## config.mk

```make
export PLATFORM = sky130hd
export DESIGN_NAME = codebook_arbiter
export DESIGN_NICKNAME = d
export VERILOG_FILES = /design/src/rtl/hd_pkg.sv /design/src/rtl/codebook_arbiter.sv
export SDC_FILE = /design/constraint.sdc
export NUM_CORES = 1
export LEC_CHECK = 0
export BUFFER_PORTS_ARGS = -buffer_cell sky130_fd_sc_hd__buf_2
export CAP_MARGIN = 20
export CORE_AREA = 2 2 294 296
export DETAILED_ROUTE_END_ITERATION = 8
export DIE_AREA = 0 0 296 298
export PLACE_DENSITY = 0.32
export SLEW_MARGIN = 20
export SYNTH_ARGS = -nofsm -noshare
export SYNTH_HDL_FRONTEND = slang
export SYNTH_SLANG_ARGS = --single-unit
```

## constraint.sdc

```tcl
create_clock -name clk -period 1.41 [get_ports clk]
set_input_delay 0.282 -clock clk [delete_from_list [all_inputs] [get_ports clk]]
set_output_delay 0.282 -clock clk [all_outputs]
set_load 0.1 [all_outputs]
```

## src/rtl/hd_pkg.sv

```systemverilog
// codebook entry, memory request and phase types with the codebook size constants
package hd_pkg;

    localparam int path_bits = 128; // longest code path
    localparam int cb_depth  = 256; // number of codebook entries
    localparam int cb_addr_w = 8;

    // one codebook entry with the path left-aligned, so the first body bit is the msb
    typedef struct packed {
        logic [7:0]           symbol;
        logic [7:0]           len;  // 1 to 128
        logic [path_bits-1:0] path;
    } code_entry_t;

    // access request towards the shared codebook memory
    typedef struct packed {
        logic                 en;
        logic                 we;
        logic [cb_addr_w-1:0] addr;
        code_entry_t          wdata;
    } cb_req_t;

    // top level phases of a decompression run
    typedef enum logic [1:0] {
        phase_idle,
        phase_load,
        phase_decode,
        phase_done
    } hd_phase_t;

endpackage

```

## src/rtl/codebook_arbiter.sv

```systemverilog
`timescale 1ns/1ps
// fixed-priority arbiter sharing the codebook port between the loader and the decoder
module codebook_arbiter (
    input  logic                clk,
    input  logic                rst,
    input  hd_pkg::cb_req_t     load_req,
    input  hd_pkg::cb_req_t     dec_req,
    output logic                load_gnt,
    output logic                dec_gnt,
    output hd_pkg::cb_req_t     mem_req,
    input  hd_pkg::code_entry_t mem_rdata,
    output hd_pkg::code_entry_t dec_rdata,
    output logic                dec_rd_valid
);

    logic dec_rd_pend; // a decoder read was granted last cycle

    // the loader always wins, the decoder only gets the idle port
    always_comb begin
        load_gnt = load_req.en;
        dec_gnt  = dec_req.en && !load_req.en;
        if (load_req.en) begin
            mem_req = load_req;
        end else begin
            mem_req = dec_req;
        end
    end

    always_ff @(posedge clk, posedge rst) begin
        if (rst) begin
            dec_rd_pend <= 1'b0;
        end else begin
            dec_rd_pend <= dec_gnt && !dec_req.we;
        end
    end

    assign dec_rdata    = mem_rdata;   // only the decoder ever reads
    assign dec_rd_valid = dec_rd_pend;

endmodule

```

==> flow_summary.toml <==
[outcome]
run_status = "complete, but fails checks"
violations = "setup timing"

[detailed_routing]
vias = 3681
route.detailed.drc = 0
viasPerCell = 2.05
firstDrtPassIters = 4
wl_per_cell_um = 11.5
drtIter0Drc = 59
drt_wl_total_um = 20700
ant_nets = 0

[clock_network]
hold_buffers = 0
clk_pin_slew_worst_paths_ps = 0

[global_route]
grt_max_degree = 22
track_usage = 0.0357
grt_pass1_vias = 3733
grt_overflow = 0
antenna_found_initial = 6
grt_first_pass_wirelength_um = 23000

[critical_path]
max_stage_delay_ps = 310
worstSetupEndpointType = "output port"
crit_top_cell = "buf_12"
cp_slowest_cell = "mux2_4"
cp.required_ps = 1130
cp.arrival_ps = 1210
critPathMaxFanout = 5
path_cells = "buf_16, buf_12, clkbuf_16, mux2_4, buf_12"
critPathLaunchType = "input pin"
crit_type = "in -> out"
cp_num_buf_inv = 4
critPathTopFamily = "buffers and inverters"

[floorplan]
die_area_mm2 = 0.0882
dieWidth_um = 296
core_mm2 = 0.0849
die-height_um = 298
initial_core_util = 0.0359
rows = 107
ios = 755

[run]
cap_violations = 0

[placed_design]
dp_worst_setup_slack_ps = -344
placedCellCount = 1781
dp_hpwl_um = 15200
gp_congestion = 0.680
portBuffers = 466

[finish]
drive_gt1_frac = 0.995
utilization = 0.0953
nNetsFinal = 1109
fillCellCount = 9859
area_delta_synth_final_pct = 166
largest_reg_flops = 1
layoutNonFillerInstCount = 1798

[yosys]
netlist_instances = 320
seq_area_frac_synth = 0.00822
synth_cell_type_count = 9
synth_edf_count = 0
ys_top_cells_by_count = "153 x mux2_2, 145 x buf_4, 16 x buf_6"
ys.flop_type = "dfrtp_1"
yosysTopAreaCell = "mux2_2"
ys_async_sr_fraction = 1.00
synth_seq_cells = 1
synth_top_area_share = 0.566
synth_top_cells_by_area = "mux2_2 57%, buf_4 36%, buf_6 5.9%"
synthesis.area_mm2 = 0.00305
synth.most_common_cell = "mux2_2"
synth_nets = 774
syn_area_per_cell_um2 = 9.52
yosysWarnings = 0

[sta]
worst_slack_ps = -80.3
worstMarginPinSlew_ps = 488
hold_viol = 0
setup_viol = 92
min_period_ps = 1490
rsz0062_at_grt = "yes"
slew-limit-headroom = 0.677
drv_slew = 0
max_freq_mhz = 671
finalCritPeriodShare = 1.06

[pwr]
ir_drop_mv = 0.299
power_mw = 5.20
p_per_area_mw_per_mm2 = 643
leakagePower_nw = 3.65

[min_path]
hold_class = "in -> async"
routing by layer:
metal | global-route usage | up-vias | wire, um
met1 | 0.0301 | 1605 | 6370
met3 | 0.0141 | 82 | 2600
met5 | 0 | - | 0
met2 | 0.0686 | 366 | 10400
li1 | - | 1628 | -
met4 | 0.0224 | 0 | 1350
placed cells by master, fill, tap and decap left out:
cell type / count
mux2_4: 68
inv_1: 1
buf_8: 8
clkbuf_16: 8
or2_4: 1
nor2b_4: 1
nor3b_1: 1
diode_2: 1
buf_2: 309
mux2_2: 85
buf_16: 8
buf_12: 82
buf_6: 78
dfrtp_1: 1
buf_4: 2
logic make-up after synthesis:
family                 after synthesis  synth area share
multiplexers                       153             0.566
buffers and inverters              163             0.419
AND/OR/NAND/NOR                      3           0.00658
flip-flops                           1           0.00822
cell type report:
class | instances | area, um^2 | area share
Antenna cell | 1 | 2.50 | 0.000309
Multi-Input combinational cell | 156 | 2010 | 0.248
Timing Repair Buffer | 495 | 4620 | 0.571
Inverter | 1 | 3.75 | 0.000464
Tap cell | 1144 | 1430 | 0.177
Sequential cell | 1 | 25.0 | 0.00309
power breakdown:
group	leakage, nW	total, mW	switching [mW]	internal (mW)
sequential	0.0135	0.0306	0.000272	0.0303
combinational	3.64	5.17	3.31	1.86
clock	0.00000634	0.0000000951	0	0.0000000951
total	3.65	5.20	3.31	1.89
timing repair:
action                     in CTS  in global routing
setup buffers                   2                  1
gates cloned                    6                  8
setup endpoints to repair     155                152
gates resized for setup       317                202
through the flow:
step           hold WS [ps]  TNS, ps  cell area, um^2
2_1_floorplan          10.7        0             3050
3_3_place_gp            116   -43520             5850
3_5_place_dp            116   -44450             5850
4_1_cts                 118   -11930             7070
5_1_grt                 126    -7590             8090
6_report                116    -3300             8090
path summary, 6_finish.rpt:
check	from	to	slack, ps	cells after the start
max	load_req[153]	mem_req[144]	-80	5
min	rst	dec_rd_valid$_DFF_PP0_	120	2
max in group asynchronous	rst	dec_rd_valid$_DFF_PP0_	1200	2
min in group clk	dec_req[152]	dec_rd_valid$_DFF_PP0_	500	2
Power figures use the tool's default switching activity.
