<file path="config.mk">
export PLATFORM = sky130hd
export DESIGN_NAME = hd_control
export DESIGN_NICKNAME = d
export VERILOG_FILES = /design/src/rtl/hd_pkg.sv /design/src/rtl/hd_control.sv
export SDC_FILE = /design/constraint.sdc
export NUM_CORES = 1
export LEC_CHECK = 0
export BUFFER_PORTS_ARGS = -buffer_cell sky130_fd_sc_hd__buf_4
export CORE_AREA = 2 2 39 41
export DETAILED_ROUTE_END_ITERATION = 10
export DIE_AREA = 0 0 41 43
export GPL_TIMING_DRIVEN = 0
export PLACE_DENSITY = 0.44
export REMOVE_ABC_BUFFERS = 1
export SYNTH_ARGS = -nofsm -noshare
export SYNTH_HDL_FRONTEND = slang
export SYNTH_SLANG_ARGS = --single-unit
</file>
<file path="constraint.sdc">
create_clock -name clk -period 1.4 [get_ports clk]
set_input_delay 0.07 -clock clk [delete_from_list [all_inputs] [get_ports clk]]
set_output_delay 0.07 -clock clk [all_outputs]
set_load 0.1 [all_outputs]
</file>
<file path="src/rtl/hd_pkg.sv">
// codebook entry, memory request and phase types with the codebook size constants
package hd_pkg;

    localparam int path_bits = 128; // longest code path
    localparam int cb_depth  = 256; // number of codebook entries
    localparam int cb_addr_w = 8;

    // one codebook entry with the path left-aligned, so the first body bit is the msb
    typedef struct packed {
        logic [7:0]           symbol;
        logic [7:0]           len;  // 1 to 128
        logic [path_bits-1:0] path;
    } code_entry_t;

    // access request towards the shared codebook memory
    typedef struct packed {
        logic                 en;
        logic                 we;
        logic [cb_addr_w-1:0] addr;
        code_entry_t          wdata;
    } cb_req_t;

    // top level phases of a decompression run
    typedef enum logic [1:0] {
        phase_idle,
        phase_load,
        phase_decode,
        phase_done
    } hd_phase_t;

endpackage

</file>
<file path="src/rtl/hd_control.sv">
`timescale 1ns/1ps
// phase sequencer for loading and decoding with byte read routing
module hd_control (
    input  logic clk,
    input  logic rst,
    input  logic start,
    input  logic load_done,
    input  logic decode_done,
    input  logic load_byte_read_en,
    input  logic dec_byte_read_en,
    output logic load_start,
    output logic decode_start,
    output logic byte_read_en,
    output logic finished
);

    hd_pkg::hd_phase_t phase;

    always_ff @(posedge clk, posedge rst) begin
        if (rst) begin
            phase        <= hd_pkg::phase_idle;
            load_start   <= 1'b0;
            decode_start <= 1'b0;
        end else begin
            load_start   <= 1'b0;
            decode_start <= 1'b0;
            case (phase)
                hd_pkg::phase_idle: begin
                    if (start) begin
                        phase      <= hd_pkg::phase_load;
                        load_start <= 1'b1;
                    end
                end
                hd_pkg::phase_load: begin
                    if (load_done) begin
                        phase        <= hd_pkg::phase_decode;
                        decode_start <= 1'b1;
                    end
                end
                hd_pkg::phase_decode: begin
                    if (decode_done) phase <= hd_pkg::phase_done;
                end
                default: phase <= hd_pkg::phase_done; // done holds until reset
            endcase
        end
    end

    // only the block owning the current phase reaches the byte source
    always_comb begin
        case (phase)
            hd_pkg::phase_load:   byte_read_en = load_byte_read_en;
            hd_pkg::phase_decode: byte_read_en = dec_byte_read_en;
            default:              byte_read_en = 1'b0;
        endcase
    end

    assign finished = (phase == hd_pkg::phase_done);

endmodule

</file>
==> flow_summary.yaml <==
run_status:
  outcome: "finished, violations left"
  failed_checks: "setup timing"
routing:
  antenna_left: 0
  drt_first_iter_violations: 9
  vias: 230
  via_per_inst: 3.97
  drcViolationCount: 0
  drt_pass1_iterations: 4
  drt-total-wl_um: 563
  routedWlPerCell_um: 9.71
cts:
  clkLatencyLatePin_ps: 230
  cts.clk_slew.worst_paths_ps: 40
  cts.path.max_buffers: 2
  cts_tree: "built"
  cts-root-buf: "clkbuf_4"
  cts.sinks: 4
  htreeDepth: 1
  cts_buffers: 3
pwr:
  power_w: 0.000277
  power_density_mw_per_mm2: 605
  switchingPower_w: 0.0000514
  combPwrFrac: 0.082
  p_int_w: 0.000226
  p_clk_frac: 0.498
  seqPwrFrac: 0.420
  power.leakage_nw: 0.234
  swShare: 0.186
  vdd_ir_drop_max_uv: 182
setup_path:
  critPathKind: "reg -> reg"
  reg2reg_depth: 4
  critPathBufInv: 1
  crit_arrival_ps: 1560
  cpLargestDelayFamily: "flip-flops"
  cp-start-kind: "register"
  crit_path_max_incr_delay_ps: 400
  worstPathMaxFanout: 3
  cp-end-kind: "register"
  crit_path_cell_trace: "buf_6, ha_4, a222oi_1, mux2i_1"
  reg2reg_from: "phase[0]$_DFFE_PP0P_"
  rrSetupSlack_ps: -8
  r2r-end: "phase[1]$_DFFE_PP0P_"
  crit_required_ps: 1550
  critPathSlowestCell: "dfrtp_1"
yosys:
  synth_top_area_frac: 0.410
  syn_area_um2: 244
  synth.distinct_cells: 12
  synth_edf_count: 0
  synthArstFlopShare: 1.00
  synth_ff_type: "dfrtp_1"
  yosysTopAreaCell: "dfrtp_1"
  yosysMostFrequentCell: "inv_1"
  yosysWarnings: 0
  syn-instance-count: 23
  synth_area_leaders: "dfrtp_1 (41%), ha_1 (21%), inv_1 (9.2%), a221o_1 (4.1%), a222oi_1 (4.1%)"
  synth-seq-cells: 4
  avgSynthCellArea_um2: 10.6
  ys_seq_area_frac: 0.410
  synth_commonest_cells: "inv_1 (6), dfrtp_1 (4), ha_1 (4)"
min_path:
  hold_depth: 2
  hp-start: "start"
  hold_class: "in -> reg"
  whs_endpoint: "load_start$_DFF_PP0_"
grt:
  overflow: 0
  antenna_found_initial: 0
  grt_max_degree: 6
  grt_pass1_vias: 236
  grtUsageTotal: 0.0774
  grt_pass1_wl_um: 869
timing:
  worst_slew_pin_slew_ps: 388
  setup_slack_ps: -8.09
  fin_skew_ps: 1.84
  timing.fmax_mhz: 710
  slew_headroom: 0.741
  rsz0062_at_grt: "true"
  finalSetupViolations: 1
  hold_viol: 0
  timing.final.crit_share: 1.01
  layout_min_cycle_time_ps: 1410
  finalMaxSlewViolations: 0
  setup_tns_ps: -8.09
placement:
  gp_congestion: 0.662
  hpwl_um: 381
  numPortBuffers: 10
cells_and_area:
  drive_gt1_frac: 0.595
  syn_to_final_growth_pct: 87.7
  antenna_cells: 0
  nets: 55
floorplan:
  num_rows: 14
  core_area_mm2: 0.00138
  die_w_um: 41
  ios: 11
  die_h_um: 43
  initial_utilization: 0.176
  die_area_mm2: 0.00176
flow_run:
  max_cap_viol_count: 0
-- power by group through the flow --
stage          registers [W]  clock network (W)   logic (W)
3_3_place_gp        0.000118                  0   0.0000195
4_1_cts             0.000116           0.000148   0.0000228
3_5_place_dp        0.000118                  0   0.0000199
6_report            0.000116           0.000138   0.0000227
5_1_grt             0.000116           0.000154   0.0000257
2_1_floorplan       0.000118                  0  0.00000577
-- through the flow --
step                      utilization  setup slack (ps)  cell area, µm²  std cells  hold slack (ps)
after floorplan                     -              -750             244         23             -164
after global placement          0.245              27.3             339         49            -37.4
after detailed placement        0.245              4.62             339         49            -37.4
after CTS                       0.325             -28.4             449         58             52.9
after global routing            0.331             -83.8             458         58             76.2
final                           0.331             -8.09             458         58             62.4
-- worst reg2reg max path: stages, from the launching register on --
cell      delay, ps
dfrtp_1         400
buf_6           140
ha_4            160
a222oi_1        400
mux2i_1         230
-- registers in the layout, indices dropped and copies added, names as in the netlist --
register      count
decode_start      1
phase             2
load_start        1
-- placed cells by master, fill, tap and decap left out, drive strengths merged --
cell type    instances
a221o                1
dlygate4sd3          1
a22oi                1
clkbuf               3
buf                 15
ha                   4
mux2i                1
inv                  6
nor2b                1
and2                 2
a221oi               1
dfrtp                4
a222oi               1
o21ai                1
-- worst max path at each step --
stage | startpoint | endpoint | slack, ps | depth (start not counted)
final | phase[0]$_DFFE_PP0P_ | phase[1]$_DFFE_PP0P_ | -8 | 4
after global routing | phase[0]$_DFFE_PP0P_ | phase[1]$_DFFE_PP0P_ | -80 | 4
after CTS | phase[0]$_DFFE_PP0P_ | phase[1]$_DFFE_PP0P_ | -30 | 4
after detailed placement | phase[1]$_DFFE_PP0P_ | phase[1]$_DFFE_PP0P_ | 5 | 4
after global placement | phase[1]$_DFFE_PP0P_ | phase[1]$_DFFE_PP0P_ | 30 | 4
after floorplan | phase[1]$_DFFE_PP0P_ | byte_read_en | -750 | 4
-- kinds of logic after synthesis --
kind of cell / share of synthesized area
fa+ha+maj: 0.205
compound gates: 0.169
flops: 0.410
simple gates: 0.0821
mux: 0.0410
buf+inv: 0.0923
-- metal layers --
metal,GRT usage,vias to the layer above,wire (µm)
met1,0.0871,101,234
met3,0.0157,0,50
met4,0.0800,0,0
met5,0,-,0
li1,-,117,-
met2,0.109,12,278
-- timing repair --
action                     CTS  global route
hold endpoints to repair     4             0
buffers inserted             5             0
setup endpoints to repair    2             2
resized for setup           10             2
hold buffers                 1             0
-- final cells by class --
cell class,count,area (µm²)
fillers,142,926
multi-input cells,13,154
well taps,16,20.0
flip-flops and latches,4,100
inverters,6,22.5
repair buffers,16,139
clock buffers,3,22.5
No activity file was read; power rests on OpenSTA's default activity.
