## src/rtl/hd_pkg.sv

```systemverilog
// codebook entry, memory request and phase types with the codebook size constants
package hd_pkg;

    localparam int path_bits = 128; // longest code path
    localparam int cb_depth  = 256; // number of codebook entries
    localparam int cb_addr_w = 8;

    // one codebook entry with the path left-aligned, so the first body bit is the msb
    typedef struct packed {
        logic [7:0]           symbol;
        logic [7:0]           len;  // 1 to 128
        logic [path_bits-1:0] path;
    } code_entry_t;

    // access request towards the shared codebook memory
    typedef struct packed {
        logic                 en;
        logic                 we;
        logic [cb_addr_w-1:0] addr;
        code_entry_t          wdata;
    } cb_req_t;

    // top level phases of a decompression run
    typedef enum logic [1:0] {
        phase_idle,
        phase_load,
        phase_decode,
        phase_done
    } hd_phase_t;

endpackage

```

## src/rtl/codebook_loader.sv

```systemverilog
`timescale 1ns/1ps
// codebook loader parsing the symbol total and the code entries out of the byte stream
module codebook_loader (
    input  logic            clk,
    input  logic            rst,
    input  logic            load_start,
    input  logic [7:0]      byte_data,
    output logic            byte_read_en,
    output logic [31:0]     tot_chars,
    output logic [8:0]      entry_count,
    output hd_pkg::cb_req_t cb_req,
    input  logic            cb_gnt,
    output logic            load_done
);

    typedef enum logic [1:0] {st_idle, st_read, st_take, st_write} state_t;
    typedef enum logic [2:0] {f_total, f_count, f_symbol, f_len, f_path} field_t;

    state_t              state;
    field_t              field;      // which stream field the next byte belongs to
    logic [3:0]          byte_idx;   // byte position inside the total or the path
    logic [8:0]          wr_addr;
    logic [4:0]          path_bytes;
    hd_pkg::code_entry_t entry;

    // ceil(len/8) path bytes follow the length byte
    assign path_bytes = 5'((9'(entry.len) + 9'd7) >> 3);

    always_ff @(posedge clk, posedge rst) begin
        if (rst) begin
            state       <= st_idle;
            field       <= f_total;
            byte_idx    <= '0;
            wr_addr     <= '0;
            tot_chars   <= '0;
            entry_count <= '0;
            load_done   <= 1'b0;
        end else begin
            load_done <= 1'b0;
            case (state)
                st_idle: begin
                    if (load_start) begin
                        state    <= st_read;
                        field    <= f_total;
                        byte_idx <= '0;
                        wr_addr  <= '0;
                    end
                end
                st_read: state <= st_take; // data shows up one cycle after the pulse
                st_take: begin
                    state <= st_read;
                    case (field)
                        f_total: begin
                            tot_chars <= {tot_chars[23:0], byte_data}; // big-endian
                            byte_idx  <= byte_idx + 4'd1;
                            if (byte_idx == 4'd3) field <= f_count;
                        end
                        f_count: begin
                            entry_count <= (byte_data == 8'd0) ? 9'd256 : {1'b0, byte_data};
                            field       <= f_symbol;
                        end
                        f_symbol: field <= f_len;
                        f_len: begin
                            byte_idx <= '0;
                            field    <= f_path;
                        end
                        f_path: begin
                            byte_idx <= byte_idx + 4'd1;
                            if ({1'b0, byte_idx} + 5'd1 == path_bytes) state <= st_write;
                        end
                        default: field <= f_total;
                    endcase
                end
                st_write: begin
                    // the request stays up until the arbiter grants it
                    if (cb_gnt) begin
                        wr_addr <= wr_addr + 9'd1;
                        field   <= f_symbol;
                        if (wr_addr + 9'd1 == entry_count) begin
                            load_done <= 1'b1;
                            state     <= st_idle;
                        end else begin
                            state <= st_read;
                        end
                    end
                end
                default: state <= st_idle;
            endcase
        end
    end

    // entry being assembled
    always_ff @(posedge clk) begin
        if (state == st_take) begin
            case (field)
                f_symbol: entry.symbol <= byte_data;
                f_len: begin
                    entry.len  <= byte_data;
                    entry.path <= '0; // unused trailing bits stay zero
                end
                f_path: entry.path[hd_pkg::path_bits-1 - 8*byte_idx -: 8] <= byte_data;
                default: ;
            endcase
        end
    end

    assign byte_read_en = (state == st_read);

    always_comb begin
        cb_req.en    = (state == st_write);
        cb_req.we    = 1'b1;
        cb_req.addr  = wr_addr[hd_pkg::cb_addr_w-1:0];
        cb_req.wdata = entry;
    end

endmodule

```

## config.mk

```make
export PLATFORM = sky130hd
export DESIGN_NAME = codebook_loader
export DESIGN_NICKNAME = d
export VERILOG_FILES = /design/src/rtl/hd_pkg.sv /design/src/rtl/codebook_loader.sv
export SDC_FILE = /design/constraint.sdc
export NUM_CORES = 1
export LEC_CHECK = 0
export ABC_AREA = 0
export BUFFER_PORTS_ARGS = -buffer_cell sky130_fd_sc_hd__buf_2
export CELL_PAD_IN_SITES_DETAIL_PLACEMENT = 0
export CELL_PAD_IN_SITES_GLOBAL_PLACEMENT = 1
export CORE_ASPECT_RATIO = 0.9
export CORE_MARGIN = 2
export CORE_UTILIZATION = 42
export DETAILED_ROUTE_END_ITERATION = 7
export GPL_TIMING_DRIVEN = 0
export PLACE_DENSITY = 0.87
export SLEW_MARGIN = 20
export SYNTH_ARGS = -nofsm -noshare
export SYNTH_HDL_FRONTEND = slang
export SYNTH_SLANG_ARGS = --single-unit
```

## constraint.sdc

```tcl
create_clock -name clk -period 12.6 [get_ports clk]
set_input_delay 0.63 -clock clk [delete_from_list [all_inputs] [get_ports clk]]
set_output_delay 0.63 -clock clk [all_outputs]
set_load 0.01 [all_outputs]
```

==> results.ini <==
[timing]
fin_crit_sh = 0.2109
worst_pin_slew_ns = 0.9819
slew_viol_final = 0
holdWs_ns = 0.1052
maxClockFrequency_mhz = 376.4
setup-tns-final_ns = 0
finalClockSkew_ns = 0.01702
finalHoldViolCount = 0
rsz0062_at_grt = false
setup_viol = 0
period_minus_slack_ns = 2.657
max_slew_margin = 0.3454

[power_and_ir_drop]
p_clk_frac = 0.291
total_leakage_power_nw = 4.821
power.density_nw_per_um2 = 204.3
intPower_mw = 1.610
p_comb_frac = 0.299
power.switching_uw = 836.9
ir_drop_uv = 94.40
switching_share = 0.3420
sequentialPowerShare = 0.410

[clock_tree]
path_clk_slew_ns = 0.06
hold_buffers = 0
clock_sinks = 204
htree_levels = 1
cts_tree = yes
cts_resized = 0
clk_path_buf_depth = 3
cts_buffers = 23
clk_latency_ns = 0.51
cts_setup_buffers = 0
cts-root-buf = clkbuf_16

[setup_path]
critPathRequiredTime_ns = 12.82
cp.buffers_inverters = 4
crit_arrival_ns = 2.88
path_max_fanout = 21
cp_num_cells = 7
crit_path_frequent_cell = buf_16
reg2reg_depth = 7
path_class = register to register
worst_setup_path_start_kind = register
slowest_delay_ns = 0.72
critPathSlowestCell = o21ai_4
worstSetupEndpointType = register
crit_family = buffers and inverters
path_cells = clkbuf_1 > nor2_1 > nand3_1 > o21ai_4 > buf_16 > buf_16 > buf_16

[logic_synthesis]
yosys.area.top_type_share = 0.4521
synthTopCellsByArea = edfxtp_1 (45%), dfrtp_1 (16%), nor2_1 (8.2%)
synth_ff_type = edfxtp_1
synthArstFlopShare = 0.2941
yosysWarnings = 0
ys_seq_area_frac = 0.6091
synth_cells = 922
synth-edff-count = 144
synth.ff_latch_count = 204
synthSimpleGateAreaFrac = 0.1673
synth_area_leader_cell = edfxtp_1
synth_top_family_by_area = simple AND/OR/NAND/NOR gates
synth_nets = 941
synth_adder_area_share = 0.009158
avgSynthCellArea_um2 = 10.37
synth_mux_area_frac = 0.04814
synth-xor-area-share = 0.02486
synth-compound-area-share = 0.1006
synthesis.area_um2 = 9564
synth_cell_types = 48

[cells_and_area]
post-route-util = 0.5336
area_growth_pct = 25.24
layout.nets = 1180
num-fill-cells = 2034
stdcell_count = 1475
n_antenna_cell = 0
seq_area_um2 = 5826
drive_gt1_frac = 0.2640
multi_input_area_um2 = 3368

[grt]
antenna_found_initial = 0
grtUsageTotal = 0.2207
grt_pass1_vias = 7251
grt_pass1_wl_um = 41250
overflow = 0
grt_max_degree = 35

[route]
drtIter0Drc = 715
drc = 0
wl_per_cell_um = 18.23
drt-total-wl_um = 26900
dr.pass1.iters = 7
vias_per_cell = 5.329
antenna_left = 0
vias = 7861

[placement]
place.detailed.hpwl_um = 19090
port-buffer-count = 207
dp.cells = 1433
gp_congestion = 0.8656

[min_path]
hold_class = input port to asynchronous set/reset pin

[floorplan]
die_w_um = 163.1
pin_count = 209
core_um2 = 22450
dieArea_um2 = 24000
start_util = 0.4261
row_count = 52
die_y_um = 147.2

[outcome]
status = finished, final reports clean

[flow_run]
cap_violations = 0

layer usage:
metal | up-vias | GRT usage | share of wire
met4 | 0 | 0.05398 | 0.021
li1 | 3682 | - | -
met1 | 3862 | 0.3394 | 0.47
met5 | - | 0 | 0
met3 | 40 | 0.03247 | 0.063
met2 | 277 | 0.3288 | 0.45
flip-flops by register name (all words and copies together) (netlist names):
name and cells:
cb_req 144, state 2, wr_addr 9, entry_count 9, load_done 1, tot_chars 32, field 3, byte_idx 4
cell usage in the layout (no fill, tap or decap), types with 3 or more instances in the layout:
cell	Yosys	final
xor2_1	9	9
nand2_1	92	92
buf_2	12	219
nor4_1	5	5
and3_1	3	3
buf_1	7	7
ha_1	7	7
a22o_1	4	4
xnor2_1	15	15
clkbuf_1	39	44
or3_1	3	3
clkbuf_16	0	23
nor3_1	6	5
nand3_1	38	38
nor2b_1	7	7
clkinv_1	1	4
inv_1	9	8
edfxtp_1	144	144
buf_16	0	6
nand2b_1	6	6
mux2_2	32	32
buf_4	10	10
nor2_1	208	208
mux2_1	8	8
a21oi_1	134	134
bufinv_16	0	5
o21ai_0	22	21
buf_6	3	3
nand4_1	12	12
dfrtp_1	60	60
power by group through the flow:
stage                     sequential [mW]  combinational (mW)  clock, mW
final                                1.00               0.733      0.711
after CTS                            1.00               0.735      0.724
after global placement               1.01               0.717          0
after floorplan                      1.06               0.379          0
after detailed placement             1.01               0.731          0
after global routing                 1.03               0.804      0.748
per-stage QoR:
stage          power [mW]  setup WS [ns]  cell area, um^2
2_1_floorplan       1.444          2.013             9564
3_3_place_gp        1.729         -2.298            10970
3_5_place_dp        1.746          9.930            11170
4_1_cts             2.462          9.911            11970
5_1_grt             2.578          9.732            11980
6_report            2.447          9.943            11980
final cells by class:
cell class | instances | area share
multi-input combinational | 635 | 0.2812
sequential | 204 | 0.4864
inverter | 12 | 0.003970
timing repair buffer | 214 | 0.1020
tap | 297 | 0.03102
clock inverter | 14 | 0.01734
clock buffer | 28 | 0.04962
buffer | 71 | 0.02852
path summary, 6_finish.rpt:
check / startpoint / endpoint / slack (ns)
worst max-delay path: field[0] / cb_req[78] / 9.94
worst min-delay path: rst / wr_addr[0] / 0.11
worst max register to register: field[0] / cb_req[78] / 9.94
worst min register to register: tot_chars[28] / tot_chars[28] / 0.50
max in group asynchronous: rst / entry_count[7] / 11.99
min in group clk: byte_data[5] / cb_req[133] / 0.34
synth_stat cells (2+ instances only):
master / n
mux2_2: 32
or3_1: 3
edfxtp_1: 144
a21oi_1: 134
buf_1: 7
o21ai_0: 22
a22o_1: 4
inv_2: 2
clkbuf_1: 39
nand3_1: 38
inv_1: 9
buf_6: 3
buf_4: 10
o311a_1: 2
mux2_1: 8
dfrtp_1: 60
nor2b_1: 7
a31o_1: 2
nand2b_1: 6
o22ai_1: 2
nand4_1: 12
buf_2: 12
xnor2_1: 15
and3_1: 3
nor2_1: 208
xor2_1: 9
nor3_1: 6
nor4_1: 5
ha_1: 7
nand2_1: 92
a31oi_1: 2
cell families after synthesis:
group,after synthesis
simple gates,384
flops,204
other cells,1
mux,41
compound gates,177
buf+inv,83
fa+ha+maj,7
xor+xnor,25
No activity file was read; power rests on OpenSTA's default activity.
