[src/rtl/hd_pkg.sv]
// codebook entry, memory request and phase types with the codebook size constants
package hd_pkg;

    localparam int path_bits = 128; // longest code path
    localparam int cb_depth  = 256; // number of codebook entries
    localparam int cb_addr_w = 8;

    // one codebook entry with the path left-aligned, so the first body bit is the msb
    typedef struct packed {
        logic [7:0]           symbol;
        logic [7:0]           len;  // 1 to 128
        logic [path_bits-1:0] path;
    } code_entry_t;

    // access request towards the shared codebook memory
    typedef struct packed {
        logic                 en;
        logic                 we;
        logic [cb_addr_w-1:0] addr;
        code_entry_t          wdata;
    } cb_req_t;

    // top level phases of a decompression run
    typedef enum logic [1:0] {
        phase_idle,
        phase_load,
        phase_decode,
        phase_done
    } hd_phase_t;

endpackage

[src/rtl/translation_decode.sv]
`timescale 1ns/1ps
// translation decoder matching body bits against the codebook and writing symbols serially
module translation_decode (
    input  logic                clk,
    input  logic                rst,
    input  logic                decode_start,
    input  logic [31:0]         tot_chars,
    input  logic [8:0]          entry_count,
    input  logic [7:0]          byte_data,
    output logic                byte_read_en,
    output hd_pkg::cb_req_t     cb_req,
    input  logic                cb_gnt,
    input  hd_pkg::code_entry_t cb_rdata,
    input  logic                cb_rd_valid,
    output logic                out_bit,
    output logic                out_write_en,
    output logic                decode_done
);

    typedef enum logic [2:0] {
        st_idle,
        st_fetch,    // byte read pulse
        st_take,     // shift one body bit into the collected path
        st_scan,     // request the next codebook entry
        st_compare,  // wait for the entry and compare it
        st_write,    // strobe the matched symbol out
        st_done
    } state_t;

    state_t                     state;
    logic                       fresh;      // byte_data holds a newly read byte
    logic [2:0]                 bits_left;  // unread bits in byte_buf
    logic [7:0]                 byte_buf;
    logic [7:0]                 cur_byte;
    logic [hd_pkg::path_bits-1:0] coll_path;
    logic [hd_pkg::path_bits-1:0] path_mask;
    logic [7:0]                 coll_len;
    logic [8:0]                 scan_addr;
    logic [31:0]                sym_cnt;
    logic [7:0]                 sym_reg;
    logic [2:0]                 wr_cnt;
    logic                       need_byte;
    logic                       hit;

    assign cur_byte  = fresh ? byte_data : byte_buf;
    assign need_byte = (bits_left == 3'd0);

    // only the leading coll_len bits of a stored path take part in the compare
    assign path_mask = ~({hd_pkg::path_bits{1'b1}} >> coll_len);
    assign hit = (cb_rdata.len == coll_len) && (((cb_rdata.path ^ coll_path) & path_mask) == '0);

    always_ff @(posedge clk, posedge rst) begin
        if (rst) begin
            state       <= st_idle;
            fresh       <= 1'b0;
            bits_left   <= '0;
            coll_len    <= '0;
            scan_addr   <= '0;
            sym_cnt     <= '0;
            wr_cnt      <= '0;
            decode_done <= 1'b0;
        end else begin
            decode_done <= 1'b0;
            case (state)
                st_idle: begin
                    if (decode_start) begin
                        sym_cnt   <= '0;
                        coll_len  <= '0;
                        bits_left <= '0;
                        if (tot_chars == 32'd0) begin
                            decode_done <= 1'b1; // empty body, nothing is read
                            state       <= st_done;
                        end else begin
                            state <= st_fetch;
                        end
                    end
                end
                st_fetch: begin
                    fresh <= 1'b1;
                    state <= st_take;
                end
                st_take: begin
                    fresh     <= 1'b0;
                    bits_left <= fresh ? 3'd7 : bits_left - 3'd1;
                    coll_len  <= coll_len + 8'd1;
                    scan_addr <= '0;
                    state     <= st_scan;
                end
                st_scan: begin
                    if (scan_addr == entry_count) begin
                        state <= need_byte ? st_fetch : st_take; // no entry yet, take another bit
                    end else if (cb_gnt) begin
                        state <= st_compare;
                    end
                end
                st_compare: begin
                    if (cb_rd_valid) begin
                        if (hit) begin
                            wr_cnt <= '0;
                            state  <= st_write;
                        end else begin
                            scan_addr <= scan_addr + 9'd1;
                            state     <= st_scan;
                        end
                    end
                end
                st_write: begin
                    wr_cnt <= wr_cnt + 3'd1;
                    if (wr_cnt == 3'd7) begin
                        coll_len <= '0;
                        sym_cnt  <= sym_cnt + 32'd1;
                        if (sym_cnt + 32'd1 == tot_chars) begin
                            decode_done <= 1'b1;
                            state       <= st_done;
                        end else begin
                            state <= need_byte ? st_fetch : st_take;
                        end
                    end
                end
                st_done: state <= st_done; // held until reset
                default: state <= st_idle;
            endcase
        end
    end

    always_ff @(posedge clk) begin
        if (state == st_take) begin
            byte_buf <= {cur_byte[6:0], 1'b0};
            coll_path[hd_pkg::path_bits-1 - coll_len[6:0]] <= cur_byte[7];
        end
        if (state == st_idle || (state == st_write && wr_cnt == 3'd7)) begin
            coll_path <= '0;
        end
        if (state == st_compare && cb_rd_valid && hit) begin
            sym_reg <= cb_rdata.symbol;
        end else if (state == st_write) begin
            sym_reg <= {sym_reg[6:0], 1'b0}; // msb first
        end
    end

    assign byte_read_en = (state == st_fetch);
    assign out_write_en = (state == st_write);
    assign out_bit      = (state == st_write) && sym_reg[7];

    always_comb begin
        cb_req.en    = (state == st_scan) && (scan_addr != entry_count);
        cb_req.we    = 1'b0;
        cb_req.addr  = scan_addr[hd_pkg::cb_addr_w-1:0];
        cb_req.wdata = '0;
    end

endmodule

[config.mk]
export PLATFORM = sky130hd
export DESIGN_NAME = translation_decode
export DESIGN_NICKNAME = d
export VERILOG_FILES = /design/src/rtl/hd_pkg.sv /design/src/rtl/translation_decode.sv
export SDC_FILE = /design/constraint.sdc
export NUM_CORES = 1
export LEC_CHECK = 0
export ABC_AREA = 1
export BUFFER_PORTS_ARGS = -buffer_cell sky130_fd_sc_hd__clkbuf_2
export CAP_MARGIN = 20
export CORE_UTILIZATION = 50
export DETAILED_ROUTE_END_ITERATION = 16
export HOLD_SLACK_MARGIN = 0.12
export PLACE_DENSITY = 0.75
export SLEW_MARGIN = 20
export SYNTH_ARGS = -nofsm -noshare
export SYNTH_HDL_FRONTEND = slang
export SYNTH_SLANG_ARGS = --single-unit
[constraint.sdc]
create_clock -name clk -period 7.29 [get_ports clk]
set_input_delay 0.3645 -clock clk [delete_from_list [all_inputs] [get_ports clk]]
set_output_delay 0.3645 -clock clk [all_outputs]
set_load 0.05 [all_outputs]
==> flow_summary.json, run 1 <==
{
  "status": "finished clean",
  "crit_path_top_delay_cell": "dfrtp_1",
  "syn_to_final_growth_pct": 10.10,
  "synth_edf_count": 15,
  "worst_path_largest_cell_delay_ns": 0.69,
  "cts_sinks": 203,
  "endpoint_kind": "register",
  "cts_resized": 0,
  "min_period_ns": 3.703,
  "ys_seq_area_frac": 0.2995,
  "peakVddDrop_mv": 0.1749,
  "start_util": 0.5085,
  "diodes": 0,
  "p_per_area_mw_per_mm2": 232.7,
  "grt_pass1_vias": 13850,
  "p_leak_uw": 0.008142,
  "setup_viol": 0,
  "max-clock-path-buffers": 3,
  "slew_viol_final": 0,
  "fp.dieW_um": 175.6,
  "skew_ns": 0.03841,
  "dp_hpwl_mm": 37.20,
  "htreeDepth": 1,
  "port_buffers": 210,
  "fmax_mhz": 270.1,
  "slew_headroom": 0.2666,
  "clockRootBuffer": "clkbuf_16",
  "clk_pin_slew_ns": 0.06,
  "tns_ns": 0,
  "yosys_warnings": 0,
  "yosysTopAreaCell": "dfxtp_1",
  "synthArstFlopShare": 0.2956,
  "hold_buffers": 8,
  "firstDrtPassIters": 7,
  "place_area_mm2": 0.01571,
  "cpLargestDelayFamily": "simple AND/OR/NAND/NOR gates",
  "fin_nets": 2608,
  "synth_common_cells": "568 x nand2_1, 276 x nor2_1, 202 x inv_1, 156 x buf_4, 152 x a21oi_1",
  "die_h_um": 175.6,
  "wl_per_cell_um": 17.87,
  "synth_area_leaders": "dfxtp_1 17%, nand2_1 14%, dfrtp_1 10%, buf_4 7.8%, a311oi_1 7.3%",
  "avgSynthCellArea_um2": 6.714,
  "seqCellArea_mm2": 0.004514,
  "cp_num_buf_inv": 1,
  "num_rows": 63,
  "reg.largest.list": "coll_path: 128 flops, sym_cnt: 32 flops, scan_addr: 9 flops",
  "design_area_mm2": 0.01659,
  "post_cts_buffers": 0,
  "maxCapViolCount": 0,
  "max_slew.worst_pin.slew_ns": 1.096,
  "ant_nets": 0,
  "worstSetupPathType": "reg -> reg",
  "synth.most_common_cell": "nand2_1",
  "synth-seq-cells": 203,
  "grt_max_degree": 73,
  "io_pins": 356,
  "gr-total-overflow": 0,
  "drive_gt1_frac": 0.1251,
  "cts_buffers": 24,
  "drc": 0,
  "multi_input_area_mm2": 0.008777,
  "core_mm2": 0.02964,
  "clk_latency_ns": 0.55,
  "worstSetupStartpointType": "register",
  "largest-register": "coll_path",
  "cp.arrival_ns": 3.89,
  "holdCritPathClass": "in -> reg",
  "synth.distinct_cells": 47,
  "syn_inst": 2245,
  "viasPerCell": 5.536,
  "cts_tree": "yes",
  "required_ns": 7.48,
  "grt_pass1_wl_mm": 76.20,
  "drtIter0Drc": 1429,
  "largest_reg_flops": 128,
  "hold_viol_final": 0,
  "cp_common_cell": "nand2_1",
  "gp_congestion": 1.041,
  "critPathMaxFanout": 22,
  "synth_area_mm2": 0.01507,
  "vias": 15520,
  "synth.top_cell.area_share": 0.1700,
  "rsz0062_at_grt": "no",
  "nFillCells": 2906,
  "post-route-period-util": 0.5079,
  "antenna_found_initial": 0,
  "drt-total-wl_mm": 50.10,
  "ys.flop_type": "dfxtp_1",
  "die-area_mm2": 0.03084,
  "cp_cell_sequence": "inv_1 > nand2_2 > nor2_1 > o21ai_0 > nand2_1 > nand2_1 > nor2_1 > nand2_1 > nor2_1 > nand3_1 > nor2_4 > nand4_4 > nand2_1",
  "track_usage": 0.3162
}
==> cell families after synthesis <==
family          count (synthesis)  synth area share
compound gates                381            0.1639
xor+xnor                      120           0.07156
fa+ha+maj                      12          0.009962
buf+inv                       457            0.1561
flops                         203            0.2995
other cells                     1         0.0002488
simple gates                 1071            0.2988
==> cell type report <==
cell class | count | area share
clock inverter | 11 | 0.007314
sequential | 203 | 0.2720
inverter | 208 | 0.04705
tap | 390 | 0.02941
timing repair buffer | 232 | 0.07449
clock buffer | 31 | 0.04079
multi-input combinational | 1729 | 0.5289
==> worst register-to-register path, cell delays in order, from the launching register on <==
cell	delay, ns
dfrtp_1	0.69
inv_1	0.44
nand2_2	0.33
nor2_1	0.26
o21ai_0	0.13
nand2_1	0.08
nand2_1	0.04
nor2_1	0.11
nand2_1	0.06
nor2_1	0.12
nand3_1	0.17
nor2_4	0.21
nand4_4	0.30
nand2_1	0.40
==> cell usage in the layout, fill, tap and decap left out, types with 24 or more instances in the layout <==
| cell type | instances |
|---|---|
| a311oi_1 | 125 |
| nand3_1 | 130 |
| nor2_1 | 273 |
| clkbuf_2 | 210 |
| dfxtp_1 | 128 |
| conb_1 | 145 |
| inv_1 | 200 |
| a21oi_1 | 152 |
| xnor2_1 | 40 |
| dfrtp_1 | 60 |
| o21ai_0 | 55 |
| clkbuf_16 | 24 |
| xor2_1 | 78 |
| nand2_1 | 567 |
==> worst paths after layout <==
check	start	end	slack (ns)	cells after the start
max in group asynchronous	rst	sym_cnt[12]	6.08	4
hold reg to reg	coll_path[0]	coll_path[0]	0.49	2
hold / removal	cb_gnt	state[1]	0.13	4
min in group asynchronous	rst	scan_addr[5]	0.64	4
setup / recovery	coll_len[5]	sym_reg[1]	3.59	13
setup reg to reg	coll_len[5]	sym_reg[1]	3.59	13
==> routing by layer <==
metal	vias to the layer above	track usage	share of wire
li1	7440	-	-
met2	833	0.5059	0.45
met3	141	0.04329	0.085
met5	-	0.003205	0
met1	7109	0.4203	0.41
met4	0	0.1482	0.048
==> power by group <==
group,internal (µW),switching (µW),total (µW)
sequential,1210,69.4,1270
combinational,289,1060,1350
clock,724,510,1230
total,2220,1640,3860
==> metrics by stage <==
stage | util | hold WS, ns | cells | power, µW | setup slack, ns
after floorplan | - | 0.4539 | 2389 | 2297 | 4.644
after global placement | 0.5302 | 0.4665 | 2754 | 2606 | 3.910
after detailed placement | 0.5302 | 0.4734 | 2754 | 2621 | 3.786
after CTS | 0.5598 | 0.1299 | 2804 | 3851 | 3.742
after global routing | 0.5599 | 0.1691 | 2804 | 4039 | 3.355
final | 0.5599 | 0.1314 | 2804 | 3861 | 3.587
(Power assumes the default switching activity.)
==> run 2, diff against run 1 <==
--- a/config.mk
+++ b/config.mk
@@ -5,13 +5,13 @@
 export SDC_FILE = /design/constraint.sdc
 export NUM_CORES = 1
 export LEC_CHECK = 0
-export ABC_AREA = 1
+export ABC_AREA = 0
 export BUFFER_PORTS_ARGS = -buffer_cell sky130_fd_sc_hd__clkbuf_2
 export CAP_MARGIN = 20
-export CORE_UTILIZATION = 50
+export CORE_UTILIZATION = 49
 export DETAILED_ROUTE_END_ITERATION = 16
 export HOLD_SLACK_MARGIN = 0.12
-export PLACE_DENSITY = 0.75
+export PLACE_DENSITY = 0.78
 export SLEW_MARGIN = 20
 export SYNTH_ARGS = -nofsm -noshare
 export SYNTH_HDL_FRONTEND = slang
==> constraint.sdc (replaced) <==
create_clock -name clk -period 3.15 [get_ports clk]
set_input_delay 0.1575 -clock clk [delete_from_list [all_inputs] [get_ports clk]]
set_output_delay 0.1575 -clock clk [all_outputs]
set_load 0.05 [all_outputs]
==> flow_summary.json, run 2 <==
{
  "violations": "negative setup slack",
  "synth_edf_count": 15,
  "yosys_warnings": 0,
  "hold_viol_final": 0,
  "track_usage": 0.3387,
  "maxCapViolCount": 0,
  "cts_tree": "yes",
  "cts_buffers": 24,
  "status": "complete, but fails checks",
  "p_per_area_mw_per_mm2": 578.3,
  "slew_viol_final": 0,
  "largest_reg_flops": 128,
  "fp.dieW_um": 170.1,
  "wl_per_cell_um": 21.68,
  "holdCritPathClass": "in -> reg",
  "viasPerCell": 6.023,
  "nFillCells": 2365,
  "synth-simple-area-share": 0.1421,
  "syn_to_final_growth_pct": 24.97,
  "use_met2": 0.5734,
  "grt_pass1_vias": 13300,
  "vias": 14100,
  "reg2reg_from": "coll_len[2]",
  "critPathMaxFanout": 5,
  "cp_cell_sequence": "buf_4 > o21ai_0 > a21oi_1 > or4_1 > nor4_4 > nand4_1 > a2111oi_4 > buf_6 > nand3_4 > mux2_4",
  "io_pins": 356,
  "min_period_ns": 3.282,
  "synth.top_cell.area_share": 0.1850,
  "die_h_um": 170.1,
  "worst_path_largest_cell_delay_ns": 0.58,
  "place_area_mm2": 0.01586,
  "avgSynthCellArea_um2": 8.540,
  "num_rows": 61,
  "fin_ws_ns": -0.1325,
  "design_area_mm2": 0.01731,
  "port_buffers": 210,
  "gp_congestion": 1.045,
  "antenna_found_initial": 1,
  "drt-total-wl_mm": 50.76,
  "synth_common_cells": "187 x a21oi_1, 159 x buf_4, 128 x a311oi_1, 128 x dfxtp_1, 102 x clkbuf_1",
  "synth-seq-cells": 203,
  "grtUsageMet1": 0.4281,
  "r2r-end": "sym_reg[1]",
  "drc": 0,
  "yosysTopAreaCell": "dfxtp_1",
  "synth_compound_area_frac": 0.2560,
  "htreeDepth": 1,
  "post-place-ws_ns": -0.3704,
  "use_met3": 0.04419,
  "skew_ns": 0.02226,
  "post-route-period-util": 1.042,
  "worstSetupPathType": "reg -> reg",
  "critPathLaunch": "coll_len[2]",
  "p_total_uw": 10010,
  "peakVddDrop_mv": 0.4772,
  "fmax_mhz": 304.6,
  "drtIter0Drc": 1376,
  "synth_area_mm2": 0.01385,
  "synth.distinct_cells": 85,
  "top_usage_layer": "met2",
  "syn_inst": 1622,
  "setup_viol": 22,
  "slew_headroom": 0.4322,
  "worstSetupStartpointType": "register",
  "clk_pin_slew_ns": 0.06,
  "fin_nets": 2155,
  "multi_input_area_mm2": 0.008491,
  "cp.arrival_ns": 3.55,
  "seqCellArea_mm2": 0.004518,
  "drive_gt1_frac": 0.2797,
  "diodes": 0,
  "synthXorXnorAreaFrac": 0.1208,
  "crit_path_top_delay_cell": "or4_1",
  "firstDrtPassIters": 6,
  "required_ns": 3.42,
  "synthArstFlopShare": 0.2956,
  "reg2regPathDepth": 10,
  "ys_seq_area_frac": 0.3259,
  "start_util": 0.4986,
  "endpoint": "sym_reg[1]",
  "clk_latency_ns": 0.53,
  "synth_top_family_by_area": "compound AO/OA/AOI/OAI gates",
  "endpoint_kind": "register",
  "core_mm2": 0.02778,
  "layout_commonest_cell": "clkbuf_2",
  "rsz0062_at_grt": "yes",
  "grt_max_degree": 129,
  "die-area_mm2": 0.02895,
  "ant_nets": 0,
  "final_cell_mix": "210 x clkbuf_2, 185 x buf_4, 183 x a21oi_1, 145 x conb_1",
  "synth.most_common_cell": "a21oi_1",
  "hold_ws_ns": 0.2465,
  "synth_area_leaders": "dfxtp_1 18%, dfrtp_1 11%, buf_4 8.6%, a311oi_1 8.1%, a21oi_1 6.8%",
  "gr-total-overflow": 0,
  "max-clock-path-buffers": 3,
  "max_slew.worst_pin.slew_ns": 0.8338,
  "reg.largest.list": "coll_path: 128 flops, sym_cnt: 32 flops, scan_addr: 9 flops",
  "cts_sinks": 203,
  "muxShareOfSynthArea": 0.01563,
  "synth_fa_ha_area_frac": 0.01084,
  "dp_hpwl_mm": 37.71,
  "largest-register": "coll_path",
  "p_leak_uw": 0.007191,
  "grt_pass1_wl_mm": 75.27,
  "reg2reg_setup_slack_ns": -0.13,
  "clockRootBuffer": "clkbuf_16",
  "ys.flop_type": "dfxtp_1"
}
## run 2: cell count changes after synthesis, sizes merged, moves of 13 or more
cell,before,now
or4,0,14
nor4,11,33
clkbuf,69,103
xnor2,40,94
nor3,14,31
nand3,130,34
nand3b,18,2
a21oi,152,187
nor2,287,61
xor2,78,97
nand2,576,80
inv,205,26
mux2,0,13
o31ai,0,21
## run 2: stage by stage
stage / TNS [ns] / utilization / cells
floorplan: 0 / - / 1766
detailed placement: -7.701 / 0.5709 / 2263
CTS: -0.1196 / 0.6152 / 2336
finish: -1.186 / 0.6231 / 2341
global placement: -6.839 / 0.5709 / 2263
global route: -2.966 / 0.6231 / 2341
## run 2: per-layer routing
layer | part of all wire | vias up
li1 | - | 6416
met1 | 0.40 | 6727
met2 | 0.48 | 813
met3 | 0.076 | 142
met4 | 0.047 | 2
met5 | 0.00020 | -
## run 2: how the worst min path moves through the flow
stage,startpoint,end,slack [ns],cells after the start
after floorplan,decode_start,decode_done,0.30,1
after global placement,rst,scan_addr[4],0.32,2
after detailed placement,rst,scan_addr[4],0.35,2
after CTS,cb_rd_valid,scan_addr[1],0.23,5
after global routing,tot_chars[28],decode_done,0.26,5
final,cb_rd_valid,scan_addr[1],0.25,5
## run 2: logic make-up after synthesis
group | after synthesis
and+or+nand+nor | 360
DFF | 203
buffers and inverters | 308
xor gates and xnor gates | 191
adders and majority gates | 12
AOI/OAI and AO/OA | 527
other | 1
muxes | 20
## run 2: timing repair
item	in CTS	in global routing
endpoints found under the setup margin	31	31
setup buffers	11	6
gates resized for setup	43	41
cloned	1	0
hold buffers	18	0
hold endpoints to repair	51	0
pin swaps	17	19
## run 2: report_power, final
part           internal, µW  switching [µW]
logic                  1430            2710
clock network          1720            1140
registers              2830             183
total                  5980            4030
## run 2: area by class of cell
class	count	share of cell area
clock buffers	36	0.04091
clock inverters	8	0.005710
inverters	27	0.006144
multi-input cells	1256	0.4905
flip-flops and latches	203	0.2610
well taps	378	0.02732
repair buffers	433	0.1684
## run 2: worst max-delay path: cells and delay by family (launching register included)
kind / cells / cell delay, ns
multiplexers: 1 / 0.33
AND/OR/NAND/NOR: 4 / 1.08
buffers and inverters: 2 / 0.36
flip-flops: 1 / 0.46
AO/OA/AOI/OAI: 3 / 0.81
==> run 3, diff against run 2 <==
--- a/config.mk
+++ b/config.mk
@@ -5,10 +5,10 @@
 export SDC_FILE = /design/constraint.sdc
 export NUM_CORES = 1
 export LEC_CHECK = 0
-export ABC_AREA = 0
+export ABC_AREA = 1
 export BUFFER_PORTS_ARGS = -buffer_cell sky130_fd_sc_hd__clkbuf_2
 export CAP_MARGIN = 20
-export CORE_UTILIZATION = 49
+export CORE_UTILIZATION = 50
 export DETAILED_ROUTE_END_ITERATION = 16
 export HOLD_SLACK_MARGIN = 0.12
 export PLACE_DENSITY = 0.78
==> flow_summary.json, run 3 (synthesis results as in run 1) <==
{
  "drive_gt1_frac": 0.1479,
  "firstDrtPassIters": 5,
  "p_per_area_mw_per_mm2": 525.3,
  "layout_commonest_cell": "nand2_1",
  "p_leak_uw": 0.008467,
  "fp.dieW_um": 175.6,
  "viasPerCell": 5.464,
  "post-route-period-util": 0.9536,
  "fin_nets": 2679,
  "core_mm2": 0.02964,
  "hold_viol_final": 0,
  "critPathLaunch": "coll_len[0]",
  "required_ns": 3.56,
  "clk_latency_ns": 0.55,
  "nFillCells": 2871,
  "r2r-end": "scan_addr[0]",
  "htreeDepth": 1,
  "place_inst": 2806,
  "endpoint_kind": "register",
  "dp_hpwl_mm": 38.48,
  "clk_pin_slew_ns": 0.06,
  "ant_nets": 0,
  "reg.largest.list": "coll_path: 128 flops, sym_cnt: 32 flops, scan_addr: 9 flops",
  "final_cell_mix": "563 x nand2_1, 271 x nor2_1, 210 x clkbuf_2, 199 x inv_1, 152 x a21oi_1",
  "max-clock-path-buffers": 3,
  "grt_pass1_vias": 14600,
  "crit_path_top_delay_cell": "dfrtp_2",
  "reg2reg_setup_slack_ns": 0.15,
  "port_buffers": 210,
  "reg2regPathDepth": 21,
  "vias": 15730,
  "wl_per_cell_um": 17.78,
  "reg2reg_from": "coll_len[0]",
  "cp_common_cell": "nand2_1",
  "track_usage": 0.3233,
  "holdCritPathClass": "in -> reg",
  "fmax_mhz": 332.9,
  "num_rows": 63,
  "diodes": 0,
  "syn_to_final_growth_pct": 14.00,
  "peakVddDrop_mv": 0.5145,
  "cp_cell_sequence": "ha_1 > inv_2 > ha_4 > nand2_1 > nand2_1 > nand2_1 > nand2_1 > nand2_1 > nor2_2 > nand2_1 > inv_1 > nand2_1 > nor2_2 > nand3_2 > nor2_4 > buf_4 > nand2_2 > nand2_4 > nand2_4 > nand3_1 > nand2_1",
  "final_cells": 2878,
  "gr-total-overflow": 0,
  "antenna_found_initial": 0,
  "cpLargestDelayFamily": "simple AND/OR/NAND/NOR gates",
  "fin_util": 0.5797,
  "cp_num_buf_inv": 3,
  "skew_ns": 0.03466,
  "largest-register": "coll_path",
  "drt-total-wl_mm": 51.18,
  "worstSetupStartpointType": "register",
  "die_h_um": 175.6,
  "drc": 0,
  "critPathMaxFanout": 8,
  "grt_max_degree": 129,
  "cts_sinks": 203,
  "setup_viol": 0,
  "max_slew.worst_pin.slew_ns": 0.7645,
  "largest_reg_flops": 128,
  "slew_headroom": 0.4904,
  "min_period_ns": 3.004,
  "endpoint": "scan_addr[0]",
  "die-area_mm2": 0.03084,
  "status": "finished clean",
  "cts_tree": "yes",
  "slew_viol_final": 0,
  "drtIter0Drc": 1453,
  "maxCapViolCount": 0,
  "gp_congestion": 1.079,
  "cp.arrival_ns": 3.41,
  "io_pins": 356,
  "grt_pass1_wl_mm": 78.03,
  "worst_path_largest_cell_delay_ns": 0.45,
  "clockRootBuffer": "clkbuf_16",
  "cp_num_cells": 21,
  "cts_buffers": 25,
  "start_util": 0.5085,
  "worstSetupPathType": "reg -> reg"
}
run 3: cell type report:
class                           instances  area (µm²)  share of cell area
Sequential cell                       203        4516              0.2628
Clock buffer                           35       703.2             0.04092
Tap cell                              390       488.0             0.02840
Inverter                              208       780.7             0.04544
Multi-Input combinational cell       1731        8825              0.5136
Clock inverter                         11       65.06            0.003787
Timing Repair Buffer                  300        1805              0.1051
run 3: metrics by stage:
step	setup WS, ns	setup TNS (ns)	hold slack (ns)	area [µm²]	power, µW
final	0.1462	0	0.1871	17180	9025
after global routing	-0.002127	-0.002127	0.2169	17180	9414
after CTS	0.02523	0	0.1398	17110	8947
after global placement	-0.07746	-1.052	0.06231	16120	6159
after floorplan	0.5041	0	0.2748	15610	5315
after detailed placement	-0.1002	-1.301	0.06213	16120	6201
run 3: metal layers:
metal | global-route usage | up-vias | part of all wire
li1 | - | 7597 | -
met4 | 0.1482 | 0 | 0.047
met3 | 0.03983 | 131 | 0.079
met1 | 0.4175 | 7197 | 0.41
met5 | 0 | - | 0
met2 | 0.5377 | 801 | 0.46
run 3: worst min path at each step:
stage | slack [ns] | startpoint | cells after the start | endpoint
floorplan | 0.27 | decode_start | 2 | decode_done
global placement | 0.06 | rst | 2 | scan_addr[7]
detailed placement | 0.06 | rst | 2 | scan_addr[5]
CTS | 0.14 | tot_chars[25] | 6 | decode_done
global route | 0.22 | tot_chars[25] | 6 | decode_done
finish | 0.19 | tot_chars[25] | 6 | decode_done
run 3: power by group:
group / switching (µW) / leakage, µW / internal, µW
clock: 1170 / 0.000373 / 1560
combinational: 2570 / 0.00611 / 814
sequential: 123 / 0.00199 / 2790
run 3: tightest hold or removal path, stage by stage:
cell and delay (ns):
clkbuf_2 0.11, nand2_1 0.08, nand4_1 0.08, nor4_1 0.05
nand4_1 0.10, nand2_1 0.08
run 3: repair_timing:
item | 4_1_cts | 5_1_grt
pin swaps | 1 | 4
buffers inserted | 1 | 3
hold buffers | 20 | 0
resized for setup | 5 | 12
endpoints found under the hold margin | 82 | 0
endpoints found under the setup margin | 15 | 29
gates cloned | 0 | 2
